--- config.mk ---
export PLATFORM = sky130hd
export DESIGN_NAME = lsu_decode
export DESIGN_NICKNAME = d
export VERILOG_FILES = /design/src/hdl/lsu_cfg.svh /design/src/hdl/lsu_op_pkg.sv /design/src/hdl/lsu_decode.sv
export SDC_FILE = /design/constraint.sdc
export NUM_CORES = 1
export LEC_CHECK = 0
export ABC_AREA = 1
export BUFFER_PORTS_ARGS = -buffer_cell sky130_fd_sc_hd__buf_2
export CAP_MARGIN = 30
export CORE_AREA = 5 5 42 44
export DETAILED_ROUTE_END_ITERATION = 6
export DIE_AREA = 0 0 47 49
export PLACE_DENSITY = 0.3
export SETUP_SLACK_MARGIN = 0.15
export SLEW_MARGIN = 40
export SYNTH_ARGS = -nofsm -noshare
export SYNTH_HDL_FRONTEND = slang
export SYNTH_SLANG_ARGS = --single-unit
export TNS_END_PERCENT = 100
--- constraint.sdc ---
create_clock -name vclk -period 0.8
set_clock_uncertainty 0.05 [all_clocks]
set_input_delay 0.04 -clock vclk [all_inputs]
set_output_delay 0.04 -clock vclk [all_outputs]
set_load 0.01 [all_outputs]
--- src/hdl/lsu_cfg.svh ---
`ifndef LSU_CFG_SVH
`define LSU_CFG_SVH

// data memory size in 32-bit words
`define LSU_MEM_DEPTH 4096

// byte address width, only the low log2(depth)+2 bits reach the memory
`define LSU_ADDR_WIDTH 32

// lane logic is written for four bytes per word
`define LSU_DATA_WIDTH 32

// cycles from the memory read strobe to valid read data
`define LSU_READ_DELAY 2

`endif

--- src/hdl/lsu_op_pkg.sv ---
package lsu_op_pkg;

    // decoded memory operation
    typedef enum logic [3:0] {
        OP_LB,
        OP_LH,
        OP_LW,
        OP_LBU,
        OP_LHU,
        OP_SB,
        OP_SH,
        OP_SW,
        OP_NOP
    } mem_op_t;

    // funct3 field of RV32 loads and stores
    typedef enum logic [2:0] {
        F3_B  = 3'b000,
        F3_H  = 3'b001,
        F3_W  = 3'b010,
        F3_BU = 3'b100,
        F3_HU = 3'b101
    } funct3_t;

endpackage

--- src/hdl/lsu_decode.sv ---
`timescale 1ns/1ps

module lsu_decode (
    input  logic                 read_en,
    input  logic                 write_en,
    input  logic [2:0]           funct3,
    output lsu_op_pkg::mem_op_t  op
);

    // decode table, fence and atomic codes would slot in here later
    always_comb begin
        op = lsu_op_pkg::OP_NOP;
        if (read_en) begin  // read wins when both strobes are up
            case (funct3)
                lsu_op_pkg::F3_B:  op = lsu_op_pkg::OP_LB;
                lsu_op_pkg::F3_H:  op = lsu_op_pkg::OP_LH;
                lsu_op_pkg::F3_W:  op = lsu_op_pkg::OP_LW;
                lsu_op_pkg::F3_BU: op = lsu_op_pkg::OP_LBU;
                lsu_op_pkg::F3_HU: op = lsu_op_pkg::OP_LHU;
                default:           op = lsu_op_pkg::OP_NOP;  // 3, 6, 7 not defined for loads
            endcase
        end else if (write_en) begin
            case (funct3)
                lsu_op_pkg::F3_B: op = lsu_op_pkg::OP_SB;
                lsu_op_pkg::F3_H: op = lsu_op_pkg::OP_SH;
                lsu_op_pkg::F3_W: op = lsu_op_pkg::OP_SW;
                default:          op = lsu_op_pkg::OP_NOP;  // no unsigned stores
            endcase
        end
    end

endmodule

==> impl_metrics.py <==
metrics = {
    "drt": {
        "first_pass_iters": 2,
        "antenna_left": 0,
        "drc": 0,
        "drt_iter0_drc": 1,
        "routed_wl_um": 516,
        "wl_per_cell_um": 9.74,
        "viasPerCell": 3.87,
        "routed-via-count": 205,
    },
    "cells_and_area": {
        "layout_commonest_cell": "nand2_1",
        "seq_cell_count": 0,
        "clock_buffers": 0,
        "ff_latch_area_um2": 0,
        "area_growth_pct": 127,
        "antenna_cells": 0,
        "nets": 44,
        "layout-drive-gt1-share_pct": 51.4,
        "fill_cells": 180,
        "layout_common_cells": "nand2_1 (9), buf_2 (6), buf_6 (4)",
    },
    "sta": {
        "tns_ps": 0,
        "min_period_ps": 731,
        "setup_viol": 0,
        "finalCritPeriodShare_pct": 91.4,
        "max_freq_mhz": 1370,
        "relSlewSlack_pct": 90.8,
        "finalHoldViolations": 0,
        "rsz0062_at_grt": "yes",
        "drv_slew": 0,
        "worst_slew_pin_slew_ps": 137,
    },
    "yosys": {
        "avgSynthCellArea_um2": 4.50,
        "seq_area_frac_synth_pct": 0,
        "synthesis.area_um2": 113,
        "synth_nets": 30,
        "synth.distinct_cells": 7,
        "syn_inst": 25,
        "synth_warnings": 0,
    },
    "clock_network": {
        "cts_hold_buf": 0,
        "cts_setup_buffers": 0,
    },
    "critical_path": {
        "cp_max_fo": 6,
        "end_kind": "output port",
        "worstPathRequired_ps": 710,
        "startpoint_type": "input port",
        "critical_path_arrival_ps": 640,
        "critPathKind": "in -> out",
    },
    "placement": {
        "dp_hpwl_um": 378,
        "io_buffers": 9,
        "gp_congestion": 0.667,
    },
    "worst_hold_path": {
        "hold_path.class": "in -> out",
        "holdPathStages": 5,
        "hold_start": "funct3[2]",
        "whs_endpoint": "op[1]",
    },
    "floorplanning": {
        "die_w_um": 47,
        "die_area_mm2": 0.00230,
        "rows": 14,
        "initial_core_util_pct": 8.04,
        "die_h_um": 49,
        "core-area_mm2": 0.00140,
        "pin_count": 9,
    },
    "power_and_ir_drop": {
        "power_leakage_nw": 0.134,
        "p_per_area_mw_per_mm2": 530,
        "vdd_drop_max_mv": 0.114,
        "finalPower_uw": 135,
    },
    "grt": {
        "grt_pass1_vias": 194,
        "track_usage_pct": 4.28,
        "grt_start_max_net_pins": 7,
        "grt_overflow": 0,
        "antenna_found_initial": 0,
        "grt_pass1_wl_um": 814,
    },
    "run_status": {
        "status": "finished, final reports clean",
    },
    "flow_run": {
        "drv_cap": 0,
    },
}
==> report_power, final <==
part           leakage (nW)  total [mW]  switching, mW  internal (mW)
registers                 0           0              0              0
clock network             0           0              0              0
logic                 0.134       0.135         0.0702         0.0651
==> area by class of cell <==
cell class | instances | area, um2 | area share, %
inverters | 4 | 17.5 | 6.86
multi-input cells | 21 | 120 | 47.1
well taps | 16 | 20.0 | 7.84
repair buffers | 12 | 97.6 | 38.2
==> repair_timing <==
action                     CTS  global route
resized for setup           11            10
hold endpoints to repair     0             0
pin swaps                    3             1
setup endpoints to repair    4             4
==> cells in the mapped netlist <==
cell type	count	area, um2
xor2_1	1	8.76
nand3_1	3	15.0
nand2_1	10	37.5
nand4_1	2	12.5
o21ai_0	4	20.0
inv_1	4	15.0
nor2_1	1	3.75
==> routing by layer <==
| metal | track usage, % | routed length [um] | vias to the layer above |
|---|---|---|---|
| met5 | 0 | 0 | - |
| met4 | 0 | 0 | 0 |
| met3 | 0 | 23 | 0 |
| met2 | 6.33 | 253 | 6 |
| met1 | 7.17 | 239 | 90 |
| li1 | - | - | 109 |
==> logic make-up after synthesis <==
family | Yosys count | synth area share [%]
xor gates and xnor gates | 1 | 7.78
AOI/OAI and AO/OA | 4 | 17.8
and+or+nand+nor | 16 | 61.1
buffers and inverters | 4 | 13.3
==> worst max-delay path: stages <==
cell and delay (ps):
buf_8 110, buf_6 110, xor2_1 140, nand2_1 60, nand2_1 50, buf_2 130
==> how the worst max path moves through the flow <==
stage,startpoint,endpoint,slack [ps],cells past startpoint
2_1_floorplan,funct3[2],op[2],220,3
3_3_place_gp,funct3[1],op[0],10,5
3_5_place_dp,funct3[1],op[1],20,6
4_1_cts,funct3[0],op[1],80,6
5_1_grt,funct3[0],op[3],7,5
6_report,funct3[0],op[1],70,6
==> stage by stage <==
| stage | std cells | hold WS (ps) | area (um2) | setup slack (ps) | utilization (%) |
|---|---|---|---|---|---|
| 6_report | 53 | 401 | 255 | 69.0 | 18.2 |
| 5_1_grt | 53 | 433 | 255 | 7.09 | 18.2 |
| 4_1_cts | 53 | 398 | 229 | 76.0 | 16.3 |
| 3_5_place_dp | 53 | 415 | 200 | 19.6 | 14.3 |
| 3_3_place_gp | 53 | 418 | 200 | 10.6 | 14.3 |
| 2_1_floorplan | 25 | 160 | 113 | 219 | - |
Power figures use the tool's default switching activity.
