$ cat src/hdl/lsu_cfg.svh
`ifndef LSU_CFG_SVH
`define LSU_CFG_SVH

// data memory size in 32-bit words
`define LSU_MEM_DEPTH 4096

// byte address width, only the low log2(depth)+2 bits reach the memory
`define LSU_ADDR_WIDTH 32

// lane logic is written for four bytes per word
`define LSU_DATA_WIDTH 32

// cycles from the memory read strobe to valid read data
`define LSU_READ_DELAY 2

`endif

$ cat src/hdl/lsu_op_pkg.sv
package lsu_op_pkg;

    // decoded memory operation
    typedef enum logic [3:0] {
        OP_LB,
        OP_LH,
        OP_LW,
        OP_LBU,
        OP_LHU,
        OP_SB,
        OP_SH,
        OP_SW,
        OP_NOP
    } mem_op_t;

    // funct3 field of RV32 loads and stores
    typedef enum logic [2:0] {
        F3_B  = 3'b000,
        F3_H  = 3'b001,
        F3_W  = 3'b010,
        F3_BU = 3'b100,
        F3_HU = 3'b101
    } funct3_t;

endpackage

$ cat src/hdl/lsu_result.sv
`timescale 1ns/1ps
`include "lsu_cfg.svh"

module lsu_result (
    input  logic                          clk,
    input  logic                          rstN,
    input  lsu_op_pkg::mem_op_t           op_reg,
    input  logic [1:0]                    byte_sel,
    input  logic [`LSU_DATA_WIDTH-1:0]    store_data,
    input  logic [`LSU_DATA_WIDTH-1:0]    mem_rdata,
    input  logic                          load_capture,
    output logic [`LSU_DATA_WIDTH-1:0]    mem_wdata,
    output logic [`LSU_DATA_WIDTH-1:0]    data_out
);

    logic [7:0]                  byte_lane;
    logic [15:0]                 half_lane;
    logic [`LSU_DATA_WIDTH-1:0]  load_val;

    assign byte_lane = mem_rdata[{byte_sel, 3'b000} +: 8];
    assign half_lane = mem_rdata[{byte_sel[1], 4'b0000} +: 16];  // bit 1 picks the half

    always_comb begin
        case (op_reg)
            lsu_op_pkg::OP_LB:  load_val = {{24{byte_lane[7]}}, byte_lane};
            lsu_op_pkg::OP_LBU: load_val = {24'h000000, byte_lane};
            lsu_op_pkg::OP_LH:  load_val = {{16{half_lane[15]}}, half_lane};
            lsu_op_pkg::OP_LHU: load_val = {16'h0000, half_lane};
            default:            load_val = mem_rdata;  // LW
        endcase
    end

    always_ff @(posedge clk) begin
        if (!rstN)
            data_out <= '0;
        else if (load_capture)
            data_out <= load_val;  // held until the next load
    end

    // store merge, only the addressed lane of the old word is replaced
    always_comb begin
        mem_wdata = mem_rdata;
        case (op_reg)
            lsu_op_pkg::OP_SB: mem_wdata[{byte_sel, 3'b000} +: 8] = store_data[7:0];
            lsu_op_pkg::OP_SH: mem_wdata[{byte_sel[1], 4'b0000} +: 16] = store_data[15:0];
            default:           mem_wdata = store_data;
        endcase
    end

    a_half_aligned: assert property (@(posedge clk) disable iff (!rstN)
        (op_reg inside {lsu_op_pkg::OP_LH, lsu_op_pkg::OP_LHU, lsu_op_pkg::OP_SH})
        |-> !byte_sel[0])
        else $error("half-word access at odd byte offset %0d", byte_sel);

endmodule

$ cat config.mk
export PLATFORM = sky130hd
export DESIGN_NAME = lsu_result
export DESIGN_NICKNAME = d
export VERILOG_FILES = /design/src/hdl/lsu_op_pkg.sv /design/src/hdl/lsu_result.sv
export VERILOG_INCLUDE_DIRS = /design/src /design/src/hdl
export SDC_FILE = /design/constraint.sdc
export NUM_CORES = 1
export LEC_CHECK = 0
export CORE_ASPECT_RATIO = 1.25
export CORE_MARGIN = 5
export CORE_UTILIZATION = 69
export DETAILED_ROUTE_END_ITERATION = 7
export DONT_BUFFER_PORTS = 1
export GPL_ROUTABILITY_DRIVEN = 0
export PLACE_DENSITY = 0.85
export SYNTH_ARGS = -nofsm -noshare
export SYNTH_HDL_FRONTEND = slang
export SYNTH_SLANG_ARGS = --single-unit
$ cat constraint.sdc
create_clock -name clk -period 3.8 [get_ports clk]
set_clock_uncertainty 0.1 [all_clocks]
set_input_delay 0.57 -clock clk [delete_from_list [all_inputs] [get_ports clk]]
set_output_delay 0.57 -clock clk [all_outputs]
set_load 0.02 [all_outputs]
==> results_dict.tcl <==
set metrics [dict create \
    grt_pass1_wl_um 14420 \
    finalInstanceArea_sq_mm 0.002798 \
    cts_inserted_buffers 5 \
    die_x_um 66.48 \
    hold_viol_final 0 \
    r2r_slack_ns 2.74 \
    rows 25 \
    min_from "load_capture" \
    core-area_sq_mm 0.003816 \
    port_buffers 0 \
    p_leak_nw 1.050 \
    finalNetCount 404 \
    antenna_cells 0 \
    grt_max_degree 40 \
    clk_latency_ns 0.30 \
    slew-limit-headroom_pct 38.01 \
    ys_warn_count 0 \
    gr-usage-all-layers_pct 35.21 \
    via_per_inst 7.570 \
    grt_pass1_vias 2813 \
    wire_per_inst_um 24.70 \
    cts_setup_buffers 0 \
    synth.avg_cell_area_sq_um 8.045 \
    worstPathRequired_ns 3.13 \
    reg.largest.list "data_out x32" \
    die_area_sq_mm 0.005358 \
    ir_drop_v 0.0003100 \
    worst_slew_pin_slew_ns 0.9269 \
    io_pins 137 \
    dpl-instance-area_sq_mm 0.002704 \
    cts-root-buf "clkbuf_8" \
    startpoint_type "input port" \
    fin_util_pct 73.31 \
    yosysSeqAreaShare_pct 23.28 \
    via_count 2884 \
    drive_above_1_share_pct 14.07 \
    cts.repair.resized 0 \
    hold_path_class "input port to flop" \
    cts_tree "built" \
    layout_commonest_cell "nand2_1" \
    fp.dieH_um 80.60 \
    fin_crit_sh_pct 75.03 \
    clock-sinks 32 \
    gr-total-overflow 0 \
    finalSetupTns_ns 0 \
    netlist_area_sq_mm 0.002751 \
    status "finished, final reports clean" \
    end_kind "output port" \
    drc_errors 0 \
    setup_viol 0 \
    largest-register "data_out" \
    cts.path.max_buffers 2 \
    wl_um 9410 \
    synth-main-ff-cell "dfxtp_1" \
    clkTransAtPathRegs_ns 0.07 \
    ant_nets 0 \
    synth_nets 420 \
    maxCapViolations 0 \
    start_util_pct 72.10 \
    p_total_mw 0.9242 \
    reg2reg_to "data_out[9]$_SDFFE_PN0P_" \
    rsz0062_at_grt "no" \
    holdBufCountCts 0 \
    syn2layout_area_growth_pct 1.682 \
    min_period_ns 2.851 \
    layout_common_cells "nand2_1, a21oi_1, o21ai_0, dfxtp_1, nor2b_1" \
    slew_violations 0 \
    worst_r2r_path_depth 2 \
    worst_r2r_startpoint "data_out[9]$_SDFFE_PN0P_" \
    powerDensity_mw_per_mm2 330.4 \
    whs_path_depth 1 \
    clock.fmax_mhz 350.7 \
    drt_pass1_iterations 5 \
    place.detailed.hpwl_um 7081 \
    first_iter_violations 287 \
    antenna_found_initial 0 \
    hold_path_end "data_out[5]$_SDFFE_PN0P_" \
    synth_edf_count 0 \
    largest_reg_flops 32 \
    crit_type "input port to output port" \
    ys_ff_latch 32 \
    cp_max_fo 11 \
    synthArstFlopShare_pct 0 \
    cts_max_level 2 \
    worstPathArrival_ns 2.18 \
    ys_types 51 \
    synth_cells 342 \
]
## critical path, cell delays in order
cell and delay (ns):
nand4bb_1 0.51, nor4_4 0.71, a221o_1 0.39
## metal layers
layer / part of all wire [%] / track usage (%) / vias to the layer above
met5: 0 / 0 / -
met4: 4.3 / 20.33 / 0
met3: 14 / 11.19 / 46
met2: 47 / 56.60 / 244
met1: 35 / 40.38 / 1342
li1: - / - / 1252
## cell type report
class	count	area, sq um
Multi-Input combinational cell	280	1954
Fill cell	342	1018
Sequential cell	32	640.6
Clock buffer	7	86.33
Tap cell	54	67.56
Timing Repair Buffer	4	30.03
Inverter	3	11.26
Clock inverter	1	7.507
## cells in the mapped netlist, types with 3 or more instances
cell      instances  area (sq um)
buf_6             4         45.04
inv_1             3         11.26
buf_2             8         40.04
nand2_1          53         198.9
o21ai_2           3         26.28
nand3_1           3         15.01
a22o_1            8         70.07
mux2_2           11         123.9
dfxtp_1          32         640.6
o21ai_0          32         160.2
a32oi_1           3         26.28
clkbuf_1         13         48.80
a221oi_1          4         35.03
a221o_1           8         80.08
a211oi_1          5         37.54
nor3_1            8         40.04
a21oi_1          33         165.2
mux2i_1          17         170.2
a41oi_1           3         26.28
nor2b_1          24         150.1
nor2_1            3         11.26
ha_1              5         62.56
o221ai_1         16         140.1
a21oi_2           9         78.83
## through the flow
stage / setup WS (ns) / instances / hold WS (ns)
global placement: 1.015 / 373 / 0.5096
CTS: 0.9732 / 381 / 0.2888
floorplan: 0.9865 / 342 / 0.4941
finish: 0.9489 / 381 / 0.2929
global route: 0.8432 / 381 / 0.3095
detailed placement: 0.9793 / 373 / 0.5088
## where the power goes
part	internal [mW]	leakage [nW]	switching (mW)	total, mW
Sequential	0.362	0.266	0.0503	0.412
Clock	0.147	0.0445	0.134	0.281
Combinational	0.0900	0.739	0.141	0.231
Total	0.599	1.05	0.326	0.924
## cell families (layout without fill, tap and decap cells)
logic type               after synthesis  after routing  share of synthesized area (%)
multiplexers                          29             29                          11.51
AND/OR/NAND/NOR                      110            110                          21.01
AO/OA/AOI/OAI                        134            134                          35.61
adder cells (fa/ha/maj)                5              5                          2.274
flip-flops                            32             32                          23.28
buffers and inverters                 30             15                          5.684
XOR/XNOR                               2              2                         0.6368
## worst max path at each step
stage / startpoint / depth (start not counted) / slack [ns] / to
2_1_floorplan: byte_sel[1] / 6 / 0.99 / mem_wdata[24]
3_3_place_gp: byte_sel[0] / 6 / 1.02 / mem_wdata[23]
3_5_place_dp: op_reg[1] / 3 / 0.98 / mem_wdata[10]
4_1_cts: op_reg[1] / 3 / 0.97 / mem_wdata[10]
5_1_grt: byte_sel[0] / 6 / 0.84 / mem_wdata[17]
6_report: op_reg[1] / 3 / 0.95 / mem_wdata[11]
(Power assumes the default switching activity.)
