--- src/hdl/lsu_cfg.svh ---
`ifndef LSU_CFG_SVH
`define LSU_CFG_SVH

// data memory size in 32-bit words
`define LSU_MEM_DEPTH 4096

// byte address width, only the low log2(depth)+2 bits reach the memory
`define LSU_ADDR_WIDTH 32

// lane logic is written for four bytes per word
`define LSU_DATA_WIDTH 32

// cycles from the memory read strobe to valid read data
`define LSU_READ_DELAY 2

`endif

--- src/hdl/lsu_op_pkg.sv ---
package lsu_op_pkg;

    // decoded memory operation
    typedef enum logic [3:0] {
        OP_LB,
        OP_LH,
        OP_LW,
        OP_LBU,
        OP_LHU,
        OP_SB,
        OP_SH,
        OP_SW,
        OP_NOP
    } mem_op_t;

    // funct3 field of RV32 loads and stores
    typedef enum logic [2:0] {
        F3_B  = 3'b000,
        F3_H  = 3'b001,
        F3_W  = 3'b010,
        F3_BU = 3'b100,
        F3_HU = 3'b101
    } funct3_t;

endpackage

--- src/hdl/lsu_state_pkg.sv ---
package lsu_state_pkg;

    // load/store controller states
    typedef enum logic [2:0] {
        ST_IDLE,        // waiting for a request
        ST_LOAD_WAIT,   // memory read in flight
        ST_LOAD_DONE,   // read data valid, capture into data_out
        ST_MERGE_WAIT,  // read phase of a byte or half-word store
        ST_STORE        // write strobe to memory
    } lsu_state_t;

endpackage

--- src/hdl/lsu_execute.sv ---
`timescale 1ns/1ps
`include "lsu_cfg.svh"

module lsu_execute (
    input  logic                          clk,
    input  logic                          rstN,
    input  lsu_op_pkg::mem_op_t           op,
    input  logic [`LSU_ADDR_WIDTH-1:0]    address,
    input  logic [`LSU_DATA_WIDTH-1:0]    data_in,
    output logic                          mem_read,
    output logic                          mem_write,
    output logic [`LSU_ADDR_WIDTH-3:0]    word_addr,
    output logic [1:0]                    byte_sel,
    output lsu_op_pkg::mem_op_t           op_reg,
    output logic [`LSU_DATA_WIDTH-1:0]    store_data,
    output logic                          load_capture,
    output logic                          ready
);

    localparam int CNT_W = $clog2(`LSU_READ_DELAY) + 1;
    localparam logic [CNT_W-1:0] LAST_CNT = CNT_W'(`LSU_READ_DELAY - 1);

    lsu_state_pkg::lsu_state_t state;
    lsu_state_pkg::lsu_state_t state_next;
    logic [CNT_W-1:0]          delay_cnt;  // cycles spent in a wait state
    logic                      accept;
    logic                      in_wait;
    logic                      is_load;

    assign accept  = (state == lsu_state_pkg::ST_IDLE) && (op != lsu_op_pkg::OP_NOP);
    assign in_wait = (state == lsu_state_pkg::ST_LOAD_WAIT) ||
                     (state == lsu_state_pkg::ST_MERGE_WAIT);
    assign is_load = (op == lsu_op_pkg::OP_LB) || (op == lsu_op_pkg::OP_LH) ||
                     (op == lsu_op_pkg::OP_LW) || (op == lsu_op_pkg::OP_LBU) ||
                     (op == lsu_op_pkg::OP_LHU);

    always_comb begin
        state_next = state;
        case (state)
            lsu_state_pkg::ST_IDLE: begin
                if (accept) begin
                    if (is_load)
                        state_next = lsu_state_pkg::ST_LOAD_WAIT;
                    else if (op == lsu_op_pkg::OP_SW)
                        state_next = lsu_state_pkg::ST_STORE;  // full word, no read needed
                    else
                        state_next = lsu_state_pkg::ST_MERGE_WAIT;
                end
            end
            lsu_state_pkg::ST_LOAD_WAIT: begin
                if (delay_cnt == LAST_CNT)
                    state_next = lsu_state_pkg::ST_LOAD_DONE;
            end
            lsu_state_pkg::ST_LOAD_DONE: state_next = lsu_state_pkg::ST_IDLE;
            lsu_state_pkg::ST_MERGE_WAIT: begin
                if (delay_cnt == LAST_CNT)
                    state_next = lsu_state_pkg::ST_STORE;  // old word now on mem_rdata
            end
            lsu_state_pkg::ST_STORE: state_next = lsu_state_pkg::ST_IDLE;
            default: state_next = lsu_state_pkg::ST_IDLE;
        endcase
    end

    always_ff @(posedge clk) begin
        if (!rstN) begin
            state     <= lsu_state_pkg::ST_IDLE;
            delay_cnt <= '0;
            op_reg    <= lsu_op_pkg::OP_NOP;
        end else begin
            state <= state_next;
            if (in_wait && (delay_cnt != LAST_CNT))
                delay_cnt <= delay_cnt + 1'b1;
            else
                delay_cnt <= '0;
            if (accept)
                op_reg <= op;
        end
    end

    // request payload, held for the whole access
    always_ff @(posedge clk) begin
        if (accept) begin
            word_addr  <= address[`LSU_ADDR_WIDTH-1:2];
            byte_sel   <= address[1:0];
            store_data <= data_in;
        end
    end

    assign mem_read     = in_wait && (delay_cnt == '0);  // one pulse at start of the wait
    assign mem_write    = (state == lsu_state_pkg::ST_STORE);
    assign load_capture = (state == lsu_state_pkg::ST_LOAD_DONE);
    assign ready        = (state == lsu_state_pkg::ST_IDLE);

    a_no_rw_overlap: assert property (@(posedge clk) disable iff (!rstN)
        !(mem_read && mem_write))
        else $error("mem_read and mem_write high together");

    a_busy_after_accept: assert property (@(posedge clk) disable iff (!rstN)
        (ready && (op != lsu_op_pkg::OP_NOP)) |=> !ready)
        else $error("ready still high after an accepted request");

    a_state_known: assert property (@(posedge clk) disable iff (!rstN)
        !$isunknown(state))
        else $error("controller state unknown");

endmodule

--- config.mk ---
export PLATFORM = sky130hd
export DESIGN_NAME = lsu_execute
export DESIGN_NICKNAME = d
export VERILOG_FILES = /design/src/hdl/lsu_op_pkg.sv /design/src/hdl/lsu_state_pkg.sv /design/src/hdl/lsu_execute.sv
export VERILOG_INCLUDE_DIRS = /design/src /design/src/hdl
export SDC_FILE = /design/constraint.sdc
export NUM_CORES = 1
export LEC_CHECK = 0
export BUFFER_PORTS_ARGS = -buffer_cell sky130_fd_sc_hd__buf_2
export CORE_AREA = 4 4 95 97
export DETAILED_ROUTE_END_ITERATION = 16
export DIE_AREA = 0 0 99 101
export SETUP_SLACK_MARGIN = 0.05
export SYNTH_ARGS = -nofsm -noshare
export SYNTH_HDL_FRONTEND = slang
export SYNTH_SLANG_ARGS = --single-unit
--- constraint.sdc ---
create_clock -name clk -period 6.55 [get_ports clk]
set_clock_uncertainty 0.2 [all_clocks]
set_input_delay 1.31 -clock clk [delete_from_list [all_inputs] [get_ports clk]]
set_output_delay 1.31 -clock clk [all_outputs]
set_load 0.03 [all_outputs]
==> summary.md <==
| Metric | Value |
|---|---|
| Cell Pwr Density | `508 mW/mm^2` |
| WP data arrival | `1.60 ns` |
| RSZ-0062 raised after global routing | `no` |
| Headroom to the max-slew limit | `0.491` |
| Num CTS Buffers | `9` |
| Slowest stage delay, CP | `0.54 ns` |
| Initial drt markers | `66` |
| R2R depth | `3` |
| Post-synthesis sequential area ratio | `0.874` |
| Largest family of logic cells by synthesized area | `simple AND/OR/NAND/NOR gates` |
| Post-route cell area | `0.00348 mm^2` |
| I/O pin total | `142` |
| Longest Clk Path Bufs | `2` |
| Hold path depth | `2` |
| Worst path required time | `5.04 ns` |
| CTS resizes | `0` |
| Core area | `0.00813 mm^2` |
| Top area cells in the synthesized netlist | `edfxtp_1 (80%), dfxtp_1 (7.5%), ha_1 (1.0%)` |
| Pwr Total | `1.77 mW` |
| Crit-path leading delay family | `simple AND/OR/NAND/NOR gates` |
| Status | `finished, final reports clean` |
| Hold Path Class | `reg2reg` |
| Ys Warns | `0` |
| Die Ht | `101 um` |
| Starting Density | `0.296` |
| Worst slew pin tran | `0.763 ns` |
| Die X | `99 um` |
| Fin Setup TNS | `0 ns` |
| Setup Crit Path Kind | `reg2out` |
| Post-Synth XOR/XNOR Area | `0.00364` |
| First-pass GRT wire length | `8.33 mm` |
| Post-synth EDFFs | `64` |
| Clk_lat worst skew | `0.33 ns` |
| Initial antenna violation count | `0` |
| Compound-Gate Fraction of Synth Area | `0.0421` |
| Area delta synth->final | `44.9%` |
| Post-synthesis mux area share | `0` |
| Vias | `1603` |
| Final worst-path cycle share | `0.475` |
| Hold buffers post-CTS | `0` |
| WP buf/inv | `2` |
| Layout cell share with drive strength beyond 1 | `0.602` |
| Synth top area share | `0.799` |
| Tot GR Track Use | `0.112` |
| Reg clk slew, reported paths | `0.08 ns` |
| Yosys cell types | `28` |
| Gr ovfl total | `0` |
| Final net count | `341` |
| Lkg Pwr | `1.49 nW` |
| Reg-to-reg slack, setup | `4.26 ns` |
| Routed length per placed instance | `15.2 um` |
| Final setup viols | `0` |
| Largest net degree at the start of global routing | `65` |
| FILL cells | `762` |
| Setup bufs post-CTS | `0` |
| Worst-path fanout max | `9` |
| Post-route worst setup slack | `3.44 ns` |
| MaxCap Viol Count | `0` |
| Synth Flop Type | `edfxtp_1` |
| Port Buffer Count | `141` |
| Antenna Nets Post-Route | `0` |
| # diodes | `0` |
| Final min period | `3.11 ns` |
| Clock sinks | `73` |
| Critical path depth | `3` |
| Type of origin of the critical path | `flop` |
| Vias in the first global route | `1562` |
| Pre-CTS setup slack | `3.52 ns` |
| Synth Cell Area | `0.00240 mm^2` |
| Placed wire-length estimate | `4.48 mm` |
| DRT Pass-1 Iters | `4` |
| Post-Synth Simple-Gate Area | `0.0557` |
| Adder-cell share of the synthesized area | `0.0104` |
| Async SR Flop Fraction | `0` |
| Clock Tree Root | `clkbuf_8` |
| Vias per inst | `4.23` |
| Leading area contributor after synthesis | `edfxtp_1` |
| Number of H-tree levels | `3` |
| Rows | `33` |
| Syn Area/Cell | `20.4 um^2` |
| Final WL | `5.75 mm` |
| Fin. Hold Viols | `0` |
| GP Congestion | `0.763` |
| Synthesized instance count | `118` |
| Worst setup EP type | `output port` |
| Largest register FFs | `32` |
| Residual DRC count | `0` |
| Worst-path cell chain | `or3_1 > inv_2 > buf_2` |
| Syn nets | `190` |
| TritonCTS clock tree | `yes` |
| CP max-delay cell | `or3_1` |
| DP Area | `0.00324 mm^2` |
| Maximum clock rate | `321 MHz` |
| Yosys reg bits | `73` |
| Final Max Slew Viols | `0` |
| Maximum vdd drop | `140 uV` |
| Hold_ws | `0.283 ns` |
| Full die area | `0.0100 mm^2` |
worst min-delay path: stages, from the launching register on:
cell      delay, ns
dfxtp_1        0.32
o21ai_0        0.07
a21boi_1       0.06
area by class of cell:
cell class,count,area (um^2),area share
multi-input cells,38,277,0.0794
clock inverters,6,115,0.0330
clock buffers,10,128,0.0366
flip-flops and latches,73,2100,0.603
repair buffers,142,713,0.205
well taps,105,131,0.0377
inverters,5,18.8,0.00539
stage by stage:
step / util / std cells
after global routing: 0.428 / 379
final: 0.428 / 379
after CTS: 0.428 / 379
after global placement: 0.399 / 363
after floorplan: - / 118
after detailed placement: 0.399 / 363
synth_stat cells (all sizes together), types with 2 or more instances:
| cell type | n |
|---|---|
| a21oi | 3 |
| nor2 | 3 |
| a21boi | 3 |
| ha | 2 |
| o21ai | 4 |
| nor3 | 3 |
| edfxtp | 64 |
| and3 | 3 |
| dfxtp | 9 |
| inv | 5 |
| nand2 | 5 |
path summary, 6_finish.rpt:
path | from | end
worst max-delay path | state[0] | ready
worst min-delay path | op_reg[0] | op_reg[0]
worst max register to register | state[0] | word_addr[16]
worst min register to register | op_reg[0] | op_reg[0]
cell families (layout without fill, tap and decap cells):
family | Yosys count | in the layout
AOI/OAI and AO/OA | 14 | 14
xor gates and xnor gates | 1 | 1
adders and majority gates | 2 | 2
buffers and inverters | 7 | 163
DFF | 73 | 73
and+or+nand+nor | 21 | 21
cell usage in the layout, fill, tap and decap left out, types with 2 or more instances in the layout:
cell type    n
buf_2      141
edfxtp_1    64
clkbuf_8     9
dfxtp_1      9
nand2_1      5
inv_1        4
and3_1       3
o21ai_0      3
a21boi_1     3
a21oi_1      3
bufinv_16    3
nor3_1       2
nor2_1       2
ha_1         2
metal layers:
layer / wire, um / vias up / share of wire / GRT usage
met2: 2720 / 94 / 0.47 / 0.178
met1: 2320 / 746 / 0.40 / 0.137
met3: 625 / 7 / 0.11 / 0.0374
met4: 74 / 0 / 0.013 / 0.0546
li1: - / 756 / - / -
met5: 0 / - / 0 / 0
power by group:
part           total, mW  leakage (nW)  internal [mW]  switching [mW]
Clock              0.417         0.117          0.255           0.162
Combinational      0.607         0.676          0.141           0.466
Sequential         0.747         0.694          0.704          0.0431
Total               1.77          1.49           1.10           0.671
No activity file was read; power rests on OpenSTA's default activity.
